[src/hdl/dma_bus_pkg.sv]
package dma_bus_pkg;

  // Address and data width shared by every bus port
  localparam int unsigned AddrW = 32;
  localparam int unsigned DataW = 32;

  // One enable per byte lane
  localparam int unsigned StrbW = DataW / 8;

  // Request from a manager to a subordinate
  // The fields stay stable from the rise of req until the cycle with gnt
  typedef struct packed {
    logic             req;
    logic             we;
    logic [AddrW-1:0] addr;
    logic [StrbW-1:0] be;
    logic [DataW-1:0] wdata;
  } bus_req_t;

  // Response of a subordinate
  // gnt accepts the request, rvalid marks the data phase that follows
  typedef struct packed {
    logic             gnt;
    logic             rvalid;
    logic             err;
    logic [DataW-1:0] rdata;
  } bus_rsp_t;

endpackage

[src/hdl/dma_reg_pkg.sv]
package dma_reg_pkg;

  // Width of the register offset within the DMA window
  localparam int unsigned RegAddrW = 8;

  // Register map in byte offsets
  localparam logic [RegAddrW-1:0] RegSrcAddr  = 8'h00;
  localparam logic [RegAddrW-1:0] RegDstAddr  = 8'h04;
  localparam logic [RegAddrW-1:0] RegControl  = 8'h08;
  localparam logic [RegAddrW-1:0] RegAbort    = 8'h10;
  localparam logic [RegAddrW-1:0] RegActivate = 8'h14;
  localparam logic [RegAddrW-1:0] RegStatus   = 8'h18;

  // Transfer counters and offset fields
  localparam int unsigned CountW  = 11;
  localparam int unsigned OffsetW = 8;

  typedef enum logic {
    XFER_WORD = 1'b0,
    XFER_BYTE = 1'b1
  } xfer_size_t;

  // Configuration seen by the reader and the writer
  typedef struct packed {
    logic [dma_bus_pkg::AddrW-1:0] src_base;
    logic [dma_bus_pkg::AddrW-1:0] dst_base;
    logic [OffsetW-1:0]            src_offset;
    logic [OffsetW-1:0]            dst_offset;
    logic [CountW-1:0]             num_transfers;
    logic                          irq_enable;
    logic                          inc_src;
    logic                          inc_dst;
    xfer_size_t                    size;
  } dma_cfg_t;

  // Control word as the CPU writes and reads it
  typedef struct packed {
    logic [OffsetW-1:0] src_offset;
    logic [OffsetW-1:0] dst_offset;
    logic [CountW-1:0]  num_transfers;
    logic               irq_enable;
    logic               inc_src;
    logic               inc_dst;
    xfer_size_t         size;
    logic               activate;
  } ctrl_reg_t;

endpackage

[src/hdl/dma.sv]
`timescale 1ns/1ps

module dma (
  input  logic                  clk_i,
  input  logic                  rst_ni,
  // Register port for the CPU
  input  dma_bus_pkg::bus_req_t reg_req_i,
  output dma_bus_pkg::bus_rsp_t reg_rsp_o,
  // Source side, reads only
  output dma_bus_pkg::bus_req_t rd_req_o,
  input  dma_bus_pkg::bus_rsp_t rd_rsp_i,
  // Destination side, writes only
  output dma_bus_pkg::bus_req_t wr_req_o,
  input  dma_bus_pkg::bus_rsp_t wr_rsp_i,
  output logic                  dma_irq_o
);
  import dma_bus_pkg::*;
  import dma_reg_pkg::*;

  dma_cfg_t          cfg;
  logic              start;
  logic              abort;
  logic              push;
  logic              pop;
  logic [DataW-1:0]  push_data;
  logic [DataW-1:0]  pop_data;
  logic              full;
  logic              almost_full;
  logic              empty;
  logic [CountW-1:0] rd_count;
  logic [CountW-1:0] wr_count;
  logic              busy;
  logic              done;

  dma_regs i_dma_regs (
    .clk_i      (clk_i),
    .rst_ni     (rst_ni),
    .reg_req_i  (reg_req_i),
    .reg_rsp_o  (reg_rsp_o),
    .rd_count_i (rd_count),
    .wr_count_i (wr_count),
    .busy_i     (busy),
    .done_i     (done),
    .cfg_o      (cfg),
    .start_o    (start),
    .abort_o    (abort),
    .irq_o      (dma_irq_o)
  );

  dma_reader i_dma_reader (
    .clk_i         (clk_i),
    .rst_ni        (rst_ni),
    .cfg_i         (cfg),
    .start_i       (start),
    .abort_i       (abort),
    .rd_req_o      (rd_req_o),
    .rd_rsp_i      (rd_rsp_i),
    .full_i        (full),
    .almost_full_i (almost_full),
    .push_o        (push),
    .push_data_o   (push_data),
    .rd_count_o    (rd_count)
  );

  dma_fifo #(
    .Depth (2)
  ) i_dma_fifo (
    .clk_i         (clk_i),
    .rst_ni        (rst_ni),
    .push_i        (push),
    .push_data_i   (push_data),
    .pop_i         (pop),
    .pop_data_o    (pop_data),
    .full_o        (full),
    .almost_full_o (almost_full),
    .empty_o       (empty)
  );

  dma_writer i_dma_writer (
    .clk_i      (clk_i),
    .rst_ni     (rst_ni),
    .cfg_i      (cfg),
    .start_i    (start),
    .abort_i    (abort),
    .empty_i    (empty),
    .pop_data_i (pop_data),
    .pop_o      (pop),
    .wr_req_o   (wr_req_o),
    .wr_rsp_i   (wr_rsp_i),
    .wr_count_o (wr_count),
    .busy_o     (busy),
    .done_o     (done)
  );

endmodule

[src/hdl/dma_fifo.sv]
`timescale 1ns/1ps

module dma_fifo #(
  parameter int unsigned Depth = 2
) (
  input  logic                          clk_i,
  input  logic                          rst_ni,
  input  logic                          push_i,
  input  logic [dma_bus_pkg::DataW-1:0] push_data_i,
  input  logic                          pop_i,
  output logic [dma_bus_pkg::DataW-1:0] pop_data_o,
  output logic                          full_o,
  output logic                          almost_full_o,
  output logic                          empty_o
);
  import dma_bus_pkg::*;

  // Depth of at least 2, need not be a power of two
  localparam int unsigned PtrW = $clog2(Depth);
  localparam int unsigned CntW = $clog2(Depth + 1);

  logic [DataW-1:0] mem_q [Depth];
  logic [PtrW-1:0]  wr_ptr_q, rd_ptr_q;
  logic [CntW-1:0]  count_q;
  logic             do_push, do_pop;

  function automatic logic [PtrW-1:0] ptr_inc(input logic [PtrW-1:0] ptr);
    if (ptr == PtrW'(Depth - 1)) begin
      return '0;
    end
    return ptr + 1'b1;
  endfunction

  assign empty_o       = (count_q == '0);
  assign full_o        = (count_q == CntW'(Depth));
  assign almost_full_o = (count_q >= CntW'(Depth - 1));
  assign pop_data_o    = mem_q[rd_ptr_q];

  // A push into a full buffer is taken only when a pop frees the slot
  assign do_pop  = pop_i && !empty_o;
  assign do_push = push_i && (!full_o || do_pop);

  always_ff @(posedge clk_i) begin
    if (!rst_ni) begin
      wr_ptr_q <= '0;
      rd_ptr_q <= '0;
      count_q  <= '0;
    end else begin
      if (do_push) begin
        wr_ptr_q <= ptr_inc(wr_ptr_q);
      end
      if (do_pop) begin
        rd_ptr_q <= ptr_inc(rd_ptr_q);
      end
      count_q <= count_q + CntW'(do_push) - CntW'(do_pop);
    end
  end

  always_ff @(posedge clk_i) begin
    if (do_push) begin
      mem_q[wr_ptr_q] <= push_data_i;
    end
  end

endmodule

[src/hdl/dma_reader.sv]
`timescale 1ns/1ps

module dma_reader (
  input  logic                           clk_i,
  input  logic                           rst_ni,
  input  dma_reg_pkg::dma_cfg_t          cfg_i,
  input  logic                           start_i,
  input  logic                           abort_i,
  output dma_bus_pkg::bus_req_t          rd_req_o,
  input  dma_bus_pkg::bus_rsp_t          rd_rsp_i,
  input  logic                           full_i,
  input  logic                           almost_full_i,
  output logic                           push_o,
  output logic [dma_bus_pkg::DataW-1:0]  push_data_o,
  output logic [dma_reg_pkg::CountW-1:0] rd_count_o
);
  import dma_bus_pkg::*;
  import dma_reg_pkg::*;

  typedef enum logic [1:0] {
    RD_IDLE,
    RD_WAIT_GNT,
    RD_WAIT_RVALID,
    RD_WAIT_SPACE
  } rd_state_e;

  rd_state_e         state_d, state_q;
  logic [CountW-1:0] count_d, count_q;
  logic              req_d, req_q;
  logic [AddrW-1:0]  addr_d, addr_q;
  logic              push_d, push_q;
  logic [DataW-1:0]  data_d, data_q;
  logic [AddrW-1:0]  addr_next;
  logic              room;

  // Source address of the following item
  assign addr_next = !cfg_i.inc_src            ? addr_q :
                     (cfg_i.size == XFER_BYTE) ? addr_q + AddrW'(1) :
                                                 addr_q + AddrW'(4);

  // Room for one more item, counting a push still on its way into the FIFO
  assign room = push_q ? !almost_full_i : !full_i;

  // ------------------------------------------------------------------------
  // Fetch FSM
  // ------------------------------------------------------------------------

  always_comb begin
    state_d = state_q;
    count_d = count_q;
    req_d   = 1'b0;
    addr_d  = addr_q;
    push_d  = 1'b0;
    data_d  = data_q;

    if (abort_i) begin
      state_d = RD_IDLE;
    end else begin
      case (state_q)
        RD_IDLE: begin
          if (start_i) begin
            addr_d  = cfg_i.src_base + AddrW'(cfg_i.src_offset);
            count_d = CountW'(1);
            req_d   = 1'b1;
            state_d = RD_WAIT_GNT;
          end
        end
        RD_WAIT_GNT: begin
          if (rd_rsp_i.gnt) begin
            state_d = RD_WAIT_RVALID;
          end else begin
            req_d = 1'b1;
          end
        end
        RD_WAIT_RVALID: begin
          if (rd_rsp_i.rvalid && rd_rsp_i.err) begin
            // Fetch the same item again
            req_d   = 1'b1;
            state_d = RD_WAIT_GNT;
          end else if (rd_rsp_i.rvalid) begin
            push_d = 1'b1;
            if (cfg_i.size == XFER_BYTE) begin
              data_d = DataW'(rd_rsp_i.rdata[{addr_q[1:0], 3'b000} +: 8]);
            end else begin
              data_d = rd_rsp_i.rdata;
            end
            count_d = count_q + 1'b1;
            addr_d  = addr_next;
            if (count_q == cfg_i.num_transfers) begin
              state_d = RD_IDLE;
            end else if (!almost_full_i) begin
              req_d   = 1'b1;
              state_d = RD_WAIT_GNT;
            end else begin
              state_d = RD_WAIT_SPACE;
            end
          end
        end
        RD_WAIT_SPACE: begin
          if (room) begin
            req_d   = 1'b1;
            state_d = RD_WAIT_GNT;
          end
        end
        default: state_d = RD_IDLE;
      endcase
    end
  end

  always_ff @(posedge clk_i) begin
    if (!rst_ni) begin
      state_q <= RD_IDLE;
      count_q <= '0;
      req_q   <= 1'b0;
      push_q  <= 1'b0;
    end else begin
      state_q <= state_d;
      count_q <= count_d;
      req_q   <= req_d;
      push_q  <= push_d;
    end
  end

  always_ff @(posedge clk_i) begin
    addr_q <= addr_d;
    data_q <= data_d;
  end

  assign rd_req_o    = '{req: req_q, we: 1'b0, addr: addr_q, be: {StrbW{1'b1}}, wdata: '0};
  assign push_o      = push_q;
  assign push_data_o = data_q;
  assign rd_count_o  = count_q;

endmodule

[src/hdl/dma_regs.sv]
`timescale 1ns/1ps

module dma_regs (
  input  logic                           clk_i,
  input  logic                           rst_ni,
  input  dma_bus_pkg::bus_req_t          reg_req_i,
  output dma_bus_pkg::bus_rsp_t          reg_rsp_o,
  input  logic [dma_reg_pkg::CountW-1:0] rd_count_i,
  input  logic [dma_reg_pkg::CountW-1:0] wr_count_i,
  input  logic                           busy_i,
  input  logic                           done_i,
  output dma_reg_pkg::dma_cfg_t          cfg_o,
  output logic                           start_o,
  output logic                           abort_o,
  output logic                           irq_o
);
  import dma_bus_pkg::*;
  import dma_reg_pkg::*;

  // Request captured in the grant cycle
  logic                req_q;
  logic                we_q;
  logic [RegAddrW-1:0] word_idx_q;
  logic [DataW-1:0]    wdata_q;

  dma_cfg_t            cfg_d, cfg_q;
  logic                start_d, start_q;
  logic                abort_d, abort_q;
  logic                irq_q;

  logic                active;
  logic                in_page;
  logic [RegAddrW-1:0] reg_off;
  ctrl_reg_t           ctrl_wr;
  ctrl_reg_t           ctrl_rd;
  logic [DataW-1:0]    rsp_rdata;
  logic                rsp_err;

  // ------------------------------------------------------------------------
  // Request capture
  // ------------------------------------------------------------------------

  always_ff @(posedge clk_i) begin
    if (!rst_ni) begin
      req_q <= 1'b0;
    end else begin
      req_q <= reg_req_i.req;
    end
  end

  always_ff @(posedge clk_i) begin
    if (reg_req_i.req) begin
      we_q       <= reg_req_i.we;
      word_idx_q <= reg_req_i.addr[9:2];
      wdata_q    <= reg_req_i.wdata;
    end
  end

  // Word index 9:2 maps to byte offsets, only the first 64 words hold registers
  assign reg_off = {word_idx_q[RegAddrW-3:0], 2'b00};
  assign in_page = (word_idx_q[RegAddrW-1:RegAddrW-2] == 2'b00);

  // Engine counts as running from the start pulse on
  assign active  = busy_i | start_q;

  assign ctrl_wr = ctrl_reg_t'(wdata_q);
  assign ctrl_rd = '{
    src_offset:    cfg_q.src_offset,
    dst_offset:    cfg_q.dst_offset,
    num_transfers: cfg_q.num_transfers,
    irq_enable:    cfg_q.irq_enable,
    inc_src:       cfg_q.inc_src,
    inc_dst:       cfg_q.inc_dst,
    size:          cfg_q.size,
    activate:      active
  };

  // ------------------------------------------------------------------------
  // Decode
  // ------------------------------------------------------------------------

  always_comb begin
    cfg_d     = cfg_q;
    start_d   = 1'b0;
    abort_d   = 1'b0;
    rsp_rdata = '0;
    rsp_err   = 1'b0;

    if (req_q) begin
      if (!in_page) begin
        rsp_err = 1'b1;
      end else if (we_q) begin
        // Only the abort register takes writes while a run is going on
        if (active && reg_off != RegAbort) begin
          rsp_err = 1'b1;
        end else begin
          case (reg_off)
            RegSrcAddr: cfg_d.src_base = wdata_q;
            RegDstAddr: cfg_d.dst_base = wdata_q;
            RegControl: begin
              cfg_d.src_offset    = ctrl_wr.src_offset;
              cfg_d.dst_offset    = ctrl_wr.dst_offset;
              cfg_d.num_transfers = ctrl_wr.num_transfers;
              cfg_d.irq_enable    = ctrl_wr.irq_enable;
              cfg_d.inc_src       = ctrl_wr.inc_src;
              cfg_d.inc_dst       = ctrl_wr.inc_dst;
              cfg_d.size          = ctrl_wr.size;
              start_d             = ctrl_wr.activate;
            end
            RegAbort:    abort_d = 1'b1;
            RegActivate: start_d = 1'b1;
            default:     rsp_err = 1'b1;
          endcase
        end
      end else begin
        case (reg_off)
          RegSrcAddr:  rsp_rdata = cfg_q.src_base;
          RegDstAddr:  rsp_rdata = cfg_q.dst_base;
          RegControl:  rsp_rdata = ctrl_rd;
          RegAbort:    rsp_rdata = '0;
          RegActivate: rsp_rdata = DataW'(active);
          RegStatus: begin
            rsp_rdata = {rd_count_i, wr_count_i, {(DataW - 2 * CountW - 1){1'b0}}, active};
          end
          default:     rsp_err = 1'b1;
        endcase
      end
    end
  end

  // ------------------------------------------------------------------------
  // Configuration, pulses and interrupt
  // ------------------------------------------------------------------------

  always_ff @(posedge clk_i) begin
    if (!rst_ni) begin
      cfg_q   <= '0;
      start_q <= 1'b0;
      abort_q <= 1'b0;
      irq_q   <= 1'b0;
    end else begin
      cfg_q   <= cfg_d;
      start_q <= start_d;
      abort_q <= abort_d;
      // A finished run wins over a register access in the same cycle
      if (done_i && cfg_q.irq_enable) begin
        irq_q <= 1'b1;
      end else if (req_q) begin
        irq_q <= 1'b0;
      end
    end
  end

  assign reg_rsp_o = '{gnt: reg_req_i.req, rvalid: req_q, err: rsp_err, rdata: rsp_rdata};
  assign cfg_o     = cfg_q;
  assign start_o   = start_q;
  assign abort_o   = abort_q;
  assign irq_o     = irq_q;

endmodule

[src/hdl/dma_writer.sv]
`timescale 1ns/1ps

module dma_writer (
  input  logic                           clk_i,
  input  logic                           rst_ni,
  input  dma_reg_pkg::dma_cfg_t          cfg_i,
  input  logic                           start_i,
  input  logic                           abort_i,
  input  logic                           empty_i,
  input  logic [dma_bus_pkg::DataW-1:0]  pop_data_i,
  output logic                           pop_o,
  output dma_bus_pkg::bus_req_t          wr_req_o,
  input  dma_bus_pkg::bus_rsp_t          wr_rsp_i,
  output logic [dma_reg_pkg::CountW-1:0] wr_count_o,
  output logic                           busy_o,
  output logic                           done_o
);
  import dma_bus_pkg::*;
  import dma_reg_pkg::*;

  typedef enum logic [1:0] {
    WR_IDLE,
    WR_WAIT_INPUT,
    WR_WAIT_GNT
  } wr_state_e;

  wr_state_e         state_d, state_q;
  logic [CountW-1:0] count_d, count_q;
  logic              req_d, req_q;
  logic [AddrW-1:0]  addr_d, addr_q;
  logic [StrbW-1:0]  be_d, be_q;
  logic [DataW-1:0]  wdata_d, wdata_q;
  logic              done_d, done_q;
  logic              load;
  logic [AddrW-1:0]  addr_next;
  logic [AddrW-1:0]  load_addr;

  assign addr_next = !cfg_i.inc_dst            ? addr_q :
                     (cfg_i.size == XFER_BYTE) ? addr_q + AddrW'(1) :
                                                 addr_q + AddrW'(4);

  // After a grant the next item goes to the advanced address
  assign load_addr = (state_q == WR_WAIT_GNT) ? addr_next : addr_q;

  // ------------------------------------------------------------------------
  // Store FSM
  // ------------------------------------------------------------------------

  always_comb begin
    state_d = state_q;
    count_d = count_q;
    req_d   = 1'b0;
    addr_d  = addr_q;
    be_d    = be_q;
    wdata_d = wdata_q;
    done_d  = 1'b0;
    pop_o   = 1'b0;
    load    = 1'b0;

    if (abort_i) begin
      state_d = WR_IDLE;
    end else begin
      case (state_q)
        WR_IDLE: begin
          if (start_i) begin
            addr_d  = cfg_i.dst_base + AddrW'(cfg_i.dst_offset);
            count_d = CountW'(1);
            state_d = WR_WAIT_INPUT;
          end else begin
            // Items left over from an aborted run are dropped here
            pop_o = !empty_i;
          end
        end
        WR_WAIT_INPUT: begin
          load = !empty_i;
        end
        WR_WAIT_GNT: begin
          if (wr_rsp_i.gnt) begin
            count_d = count_q + 1'b1;
            addr_d  = addr_next;
            if (count_q == cfg_i.num_transfers) begin
              done_d  = 1'b1;
              state_d = WR_IDLE;
            end else if (!empty_i) begin
              load = 1'b1;
            end else begin
              state_d = WR_WAIT_INPUT;
            end
          end else begin
            req_d = 1'b1;
          end
        end
        default: state_d = WR_IDLE;
      endcase
    end

    // Take the next item from the FIFO and place it on the lanes
    if (load) begin
      pop_o   = 1'b1;
      req_d   = 1'b1;
      state_d = WR_WAIT_GNT;
      if (cfg_i.size == XFER_BYTE) begin
        wdata_d = {StrbW{pop_data_i[7:0]}};
        be_d    = StrbW'(1) << load_addr[1:0];
      end else begin
        wdata_d = pop_data_i;
        be_d    = {StrbW{1'b1}};
      end
    end
  end

  always_ff @(posedge clk_i) begin
    if (!rst_ni) begin
      state_q <= WR_IDLE;
      count_q <= '0;
      req_q   <= 1'b0;
      done_q  <= 1'b0;
    end else begin
      state_q <= state_d;
      count_q <= count_d;
      req_q   <= req_d;
      done_q  <= done_d;
    end
  end

  always_ff @(posedge clk_i) begin
    addr_q  <= addr_d;
    be_q    <= be_d;
    wdata_q <= wdata_d;
  end

  assign wr_req_o   = '{req: req_q, we: 1'b1, addr: addr_q, be: be_q, wdata: wdata_q};
  assign wr_count_o = count_q;
  assign busy_o     = (state_q != WR_IDLE);
  assign done_o     = done_q;

endmodule

[config.mk]
export PLATFORM = sky130hd
export DESIGN_NAME = dma
export DESIGN_NICKNAME = d
export VERILOG_FILES = /design/src/hdl/dma_bus_pkg.sv /design/src/hdl/dma_reg_pkg.sv /design/src/hdl/dma.sv /design/src/hdl/dma_fifo.sv /design/src/hdl/dma_reader.sv /design/src/hdl/dma_regs.sv /design/src/hdl/dma_writer.sv
export SDC_FILE = /design/constraint.sdc
export NUM_CORES = 1
export LEC_CHECK = 0
export BUFFER_PORTS_ARGS = -buffer_cell sky130_fd_sc_hd__buf_2
export CAP_MARGIN = 10
export CORE_UTILIZATION = 50
export CTS_CLUSTER_SIZE = 28
export DETAILED_ROUTE_END_ITERATION = 16
export HOLD_SLACK_MARGIN = 0.1
export PLACE_DENSITY = 0.8
export REMOVE_ABC_BUFFERS = 1
export SYNTH_ARGS = -nofsm -noshare
export SYNTH_HDL_FRONTEND = slang
export SYNTH_SLANG_ARGS = --single-unit
[constraint.sdc]
create_clock -name clk_i -period 3.55 [get_ports clk_i]
set_input_delay 0.71 -clock clk_i [delete_from_list [all_inputs] [get_ports clk_i]]
set_output_delay 0.71 -clock clk_i [all_outputs]
set_load 0.005 [all_outputs]
==> qor.txt, run 1 <==
Clock tree root driver cell: clkbuf_16
CP startpoint kind: flop
Clock power share: 0.441
Port Buffers: 217
Routed vias: 15100
ANT nets after route: 0
Crit Path Class: flop to output pin
Worst slew pin tran: 1.08 ns
Die height: 196 µm
Internal: 7.32 mW
Sw frac: 0.223
Core footprint: 36900 µm²
Flop pwr share: 0.504
# Max-Cap Violations: 0
Global-route wire length before repair: 78.5 mm
Clk_skew: 0.0374 ns
Die area: 38600 µm²
CTS tree: built
Yosys reg bits: 371
Proportion of layout cells with a drive suffix above 1: 0.173
Max VDD drop: 400 µV
Placed inst area: 20400 µm²
Fmax: 0.297 GHz
WL final: 50.9 mm
Setup TNS: 0 ns
P_sw: 2.10 mW
Total gr overflow: 0
Final core utilization: 0.589
Num CTS Buffers: 39
RSZ-0062 raised after global routing: no
Worst skew pair latency: 0.56 ns
Post-CTS Hold Buffers: 0
GRT Resource Usage Total: 0.262
Vias in the first global route: 14300
Fin nets: 2217
Post-Syn Area: 18900 µm²
Area Growth Syn to Fin: 14.9%
Netlist cell types: 77
DR pass1 iterations: 5
Cell count of the worst hold path: 1
Clock Sinks: 371
Initial antenna violation count: 0
Setup Slack @ Placement: 0.790 ns
Worst EP arrival: 2.66 ns
Nature of the critical path endpoint: output pin
Top FF cell, synth: edfxtp_1
Hold Crit Class: input port to flop
Status: finished, final reports clean
Final Cell Area: 21700 µm²
Slew headroom: 0.279
Initial Utilization: 0.512
Initial DRC count: 1425
P per Cell Area: 434 nW/µm²
H-Tree Depth: 2
Pin count of the biggest net entering global routing: 130
Setup-failing EPs final: 0
PnR worst setup slack: 0.178 ns
CP max FO: 6
I/O pin count: 318
Yosys warning total: 0
Final hold viol count: 0
DR DRC count: 0
Leakage: 8.13 nW
EDFF count, synth: 237
Layout Cells excl Fill: 2579
Logic pwr share: 0.055
Die W: 196 µm
Clock-pin slew on the worst setup and hold paths: 0.06 ns
Syn Inst Count: 1849
R2R cell count: 11
Max Root-Sink Buffers: 3
Share of the yosys chip area belonging to registers: 0.519
CP Data Required Time: 2.84 ns
Post-synthesis async set-or-reset flop share: 0
DP Wirelength: 35.9 mm
Syn avg cell area: 10.2 µm²
Placed cells: 2504
GP Congestion: 0.921
Post-detailed-route wirelength per cell: 19.7 µm
Postcts setup bufs: 0
Via-per-instance ratio: 5.86
Final period utilization: 0.950
# rows: 70
Post-route minimum period: 3.37 ns
Cts repair resizes: 0
Slew Limit Fails: 0
## cell usage after synthesis, drive strengths merged (7+ instances only)
| cell type | count | area share |
|---|---|---|
| o31ai | 9 | 0.0036 |
| nor2 | 121 | 0.024 |
| nand3 | 107 | 0.028 |
| o22a | 23 | 0.011 |
| nor3 | 25 | 0.0066 |
| nand3b | 7 | 0.0028 |
| ha | 32 | 0.021 |
| nand4 | 31 | 0.011 |
| xor2 | 68 | 0.032 |
| mux2 | 17 | 0.010 |
| inv | 36 | 0.0072 |
| edfxtp | 237 | 0.38 |
| and2 | 10 | 0.0033 |
| nand2 | 226 | 0.045 |
| o22ai | 14 | 0.0046 |
| a21oi | 116 | 0.031 |
| buf | 77 | 0.025 |
| and3 | 24 | 0.0079 |
| a211oi | 20 | 0.0087 |
| nand2b | 15 | 0.0050 |
| xnor2 | 70 | 0.032 |
| a22oi | 8 | 0.0032 |
| and4 | 15 | 0.0071 |
| o21ai | 98 | 0.026 |
| a2111oi | 8 | 0.0044 |
| dfxtp | 134 | 0.14 |
| mux2i | 97 | 0.051 |
| clkbuf | 67 | 0.013 |
| nor4 | 14 | 0.0058 |
| o21a | 7 | 0.0028 |
| nor2b | 38 | 0.013 |
## placed cells by master, fill, tap and decap left out, types with 8 or more instances in the layout
cell	netlist	final
edfxtp_1	237	237
nand2_1	226	226
buf_2	12	216
dfxtp_1	134	132
nor2_1	121	119
a21oi_1	116	116
nand3_1	107	107
mux2i_1	97	97
o21ai_0	91	91
xnor2_1	70	70
xor2_1	68	68
clkbuf_16	0	42
buf_4	43	41
nor2b_1	38	38
conb_1	2	38
inv_1	36	36
ha_1	32	32
nand4_1	30	30
nor3_1	25	24
and3_1	24	24
o22a_1	23	23
mux2_2	17	17
a211oi_1	17	17
nand2b_1	15	15
and4_1	14	14
o22ai_1	14	14
nor4_1	12	11
and2_1	10	10
clkbuf_1	66	10
o31ai_1	9	9
clkbuf_8	0	9
a22oi_1	8	8
## kinds of logic (layout without fill, tap and decap cells)
kind of cell / Yosys count / in the layout / synth area share
adder cells (fa/ha/maj): 34 / 34 / 0.0233
XOR/XNOR: 138 / 138 / 0.0640
flip-flops: 371 / 371 / 0.519
other: 2 / 41 / 0.000398
AO/OA/AOI/OAI: 354 / 354 / 0.117
multiplexers: 114 / 114 / 0.0615
buffers and inverters: 181 / 368 / 0.0458
AND/OR/NAND/NOR: 655 / 655 / 0.169
## per-layer routing
layer | part of all wire | global-route usage | vias to the layer above
li1 | - | - | 7017
met1 | 0.40 | 0.344 | 7228
met2 | 0.47 | 0.423 | 735
met3 | 0.083 | 0.0383 | 134
met4 | 0.049 | 0.130 | 0
met5 | 0 | 0 | -
## final cells by class
type,count,area (µm²)
inverters,37,139
flip-flops and latches,371,9800
multi-input cells,1333,8380
clock inverters,11,110
diodes,3,7.51
clock buffers,61,1210
fillers,3030,15200
repair buffers,259,1430
well taps,504,631
## sequential cells by signal, summed over array words and instances (netlist names), 2 cells and up, named ones only
signal                    flops
i_dma_regs.cfg_o             95
i_dma_fifo.mem_q             64
i_dma_reader.addr_q          32
i_dma_reader.push_data_o     32
i_dma_regs.ctrl_wr           32
i_dma_writer.addr_q          32
i_dma_writer.wdata_q         32
i_dma_reader.rd_count_o      11
i_dma_writer.wr_count_o      11
i_dma_regs.word_idx_q         8
i_dma_writer.be_q             4
i_dma_fifo.count_q            2
i_dma_reader.state_q          2
i_dma_writer.state_q          2
## worst max-delay path: stages (launching register included)
cell      delay (ns)
edfxtp_1        0.40
nor3_1          0.21
nand3b_1        0.23
nor2_1          0.57
buf_4           0.26
a21oi_1         0.07
nor2_1          0.20
buf_2           0.16
## power groups by stage
| stage | Combinational (mW) | Clock (mW) | Sequential (mW) |
|---|---|---|---|
| finish | 0.516 | 4.15 | 4.75 |
| detailed placement | 0.504 | 0 | 4.84 |
| global route | 0.563 | 4.39 | 4.75 |
| CTS | 0.511 | 4.22 | 4.75 |
| global placement | 0.484 | 0 | 4.83 |
| floorplan | 0.293 | 0 | 4.83 |
## path summary, 6_finish.rpt
kind / start / end / slack (ns)
max: i_dma_regs.word_idx_q[3] / reg_rsp_o[3] / 0.18
min: reg_req_i[9] / i_dma_regs.ctrl_wr[9] / 0.32
max reg2reg: i_dma_writer.wr_count_o[0] / i_dma_fifo.count_q[1] / 0.66
min reg2reg: i_dma_reader.push_data_o[15] / i_dma_fifo.mem_q[0][15] / 0.43
## metrics by stage
| stage | hold slack (ns) | power (mW) |
|---|---|---|
| 2_1_floorplan | 0.421 | 5.13 |
| 3_3_place_gp | 0.422 | 5.32 |
| 3_5_place_dp | 0.430 | 5.34 |
| 4_1_cts | 0.307 | 9.48 |
| 5_1_grt | 0.312 | 9.70 |
| 6_report | 0.322 | 9.42 |
Note: power is estimated with default switching activity, not from simulation.
==> run 2: changes to the inputs <==
--- a/config.mk
+++ b/config.mk
@@ -8,6 +8,7 @@
 export BUFFER_PORTS_ARGS = -buffer_cell sky130_fd_sc_hd__buf_2
 export CAP_MARGIN = 10
 export CORE_UTILIZATION = 50
+export CTS_BUF_LIST = sky130_fd_sc_hd__clkbuf_8
 export CTS_CLUSTER_SIZE = 28
 export DETAILED_ROUTE_END_ITERATION = 16
 export HOLD_SLACK_MARGIN = 0.1
==> run 2 against run 1 <==
Effect of this change: flip-flop and latch count unchanged; final area down 0.22%; core utilization shrank 0.13 points; critical endpoint is now reg_rsp_o[7]; largest cell class unchanged; worst setup slack got worse by 0.017 ns; sequential power barely moved; non-clock buffer count is the same; routed wire length rose by 0.13%; hold slack worse by 0.11 ns; sequential share of layout area is 0.10 points higher; via count shrank 0.29%; clock power decreased by 6.5%.
==> qor.txt, run 2 (same netlist as run 1, synthesis figures left out) <==
Worst EP arrival: 2.68 ns
Setup Slack @ Placement: 0.790 ns
GP Congestion: 0.921
P per Cell Area: 422 nW/µm²
Commonest non-fill, non-tap cells in the layout: edfxtp_1, nand2_1, buf_2, dfxtp_1, nor2_1
Final Power: 9.15 mW
P_sw: 2.12 mW
Max FFs per register: 95
Sw frac: 0.232
Postcts setup bufs: 0
Nature of the critical path endpoint: output pin
GRT Resource Usage Total: 0.263
Final hold viol count: 0
DR pass1 iterations: 8
Clock Sinks: 371
Proportion of layout cells with a drive suffix above 1: 0.182
# Max-Cap Violations: 0
Post-detailed-route wirelength per cell: 19.5 µm
WL final: 51.0 mm
Die W: 196 µm
I/O pin count: 318
Fmax: 0.295 GHz
CP startpoint kind: flop
Footprint of the multi-input gates: 8380 µm²
Port Buffers: 217
Reg-to-reg endpoint: i_dma_writer.addr_q[25]
RSZ-0062 raised after global routing: no
Final period utilization: 0.955
Global-route wire length before repair: 78.5 mm
Clock tree root driver cell: clkbuf_8
Leakage: 8.19 nW
Flop pwr share: 0.519
Setup TNS: 0 ns
Crit Path Class: flop to output pin
Clk_skew: 0.0462 ns
Status: finished, final reports clean
Setup-failing EPs final: 0
Reg area: 9800 µm²
Cell count of the worst hold path: 1
Max Root-Sink Buffers: 3
Clock-pin slew on the worst setup and hold paths: 0.07 ns
Hold endpoint: i_dma_regs.ctrl_wr[24]
Logic pwr share: 0.056
# rows: 70
Worst skew pair latency: 0.67 ns
Commonest non-fill, non-tap cell in the layout: edfxtp_1
Core footprint: 36900 µm²
Slew headroom: 0.289
Final Cell Area: 21700 µm²
CTS tree: built
Initial DRC count: 1629
CP Cell Sequence: nor4_2 > buf_4 > nand2b_1 > buf_4 > nor2_1 > a21oi_1 > nor2_1 > buf_2
Crit-path max cell delay: 0.40 ns
Via-per-instance ratio: 5.76
Area Growth Syn to Fin: 14.7%
Num CTS Buffers: 60
Max VDD drop: 328 µV
Vias in the first global route: 14300
H-Tree Depth: 2
PnR worst setup slack: 0.161 ns
Total gr overflow: 0
Filler cell count: 3048
CP max FO: 22
R2R cell count: 7
Flop2flop setup slack: 0.61 ns
HP Start: reg_req_i[24]
Clock power share: 0.425
Die height: 196 µm
Hold Crit Class: input port to flop
Routed vias: 15100
Internal: 7.03 mW
Placed inst area: 20400 µm²
Slew Limit Fails: 0
Post-CTS Hold Buffers: 0
DR DRC count: 0
Post-route minimum period: 3.39 ns
CP Data Required Time: 2.84 ns
CP max-delay cell: edfxtp_1
Initial Utilization: 0.512
Initial antenna violation count: 1
DP Wirelength: 35.9 mm
Pin count of the biggest net entering global routing: 130
Reg2reg start: i_dma_regs.cfg_o[38]
Die area: 38600 µm²
Worst slew pin tran: 1.06 ns
Fin nets: 2238
ANT nets after route: 0
-- run 2: routing by layer --
metal / global-route usage / vias up / share of wire
met5: 0 / - / 0.00020
met2: 0.414 / 758 / 0.46
met4: 0.137 / 2 / 0.053
met1: 0.345 / 7101 / 0.40
met3: 0.0493 / 142 / 0.090
li1: - / 7067 / -
-- run 2: critical path, delay by kind of cell, from the launching register on --
| family | cells | cell delay, ns |
|---|---|---|
| AOI/OAI and AO/OA | 1 | 0.05 |
| buffers and inverters | 3 | 0.68 |
| DFF | 1 | 0.40 |
| and+or+nand+nor | 4 | 0.89 |
-- run 2: cell type report --
class	count	area share
well taps	504	0.0291
multi-input cells	1333	0.387
diodes	1	0.000116
repair buffers	259	0.0660
flip-flops and latches	371	0.453
inverters	37	0.00641
clock buffers	73	0.0464
clock inverters	39	0.0125
-- run 2: timing repair --
item / in CTS / in global routing
gates resized for setup: 0 / 1
setup endpoints to repair: 0 / 2
endpoints found under the hold margin: 0 / 0
-- run 2: power by group through the flow --
stage          registers (mW)  clock network, mW  logic [mW]
2_1_floorplan            4.83                  0       0.293
3_5_place_dp             4.84                  0       0.504
6_report                 4.75               3.88       0.514
4_1_cts                  4.75               3.95       0.510
5_1_grt                  4.75               4.15       0.561
3_3_place_gp             4.83                  0       0.484
-- run 2: metrics by stage --
step / hold WS [ns] / std cells / util
6_report: 0.215 / 2617 / 0.587
5_1_grt: 0.182 / 2616 / 0.587
4_1_cts: 0.176 / 2616 / 0.587
3_5_place_dp: 0.430 / 2504 / 0.553
3_3_place_gp: 0.422 / 2504 / 0.553
2_1_floorplan: 0.421 / 1741 / -
-- run 2: worst max path at each step --
stage,start,depth (start not counted),endpoint
6_report,i_dma_regs.word_idx_q[1],8,reg_rsp_o[7]
5_1_grt,i_dma_regs.word_idx_q[3],8,reg_rsp_o[7]
4_1_cts,i_dma_regs.word_idx_q[3],7,reg_rsp_o[1]
3_5_place_dp,i_dma_regs.cfg_o[38],7,i_dma_writer.addr_q[25]
3_3_place_gp,i_dma_regs.word_idx_q[3],7,reg_rsp_o[1]
2_1_floorplan,i_dma_regs.word_idx_q[0],4,i_dma_regs.cfg_o[0]
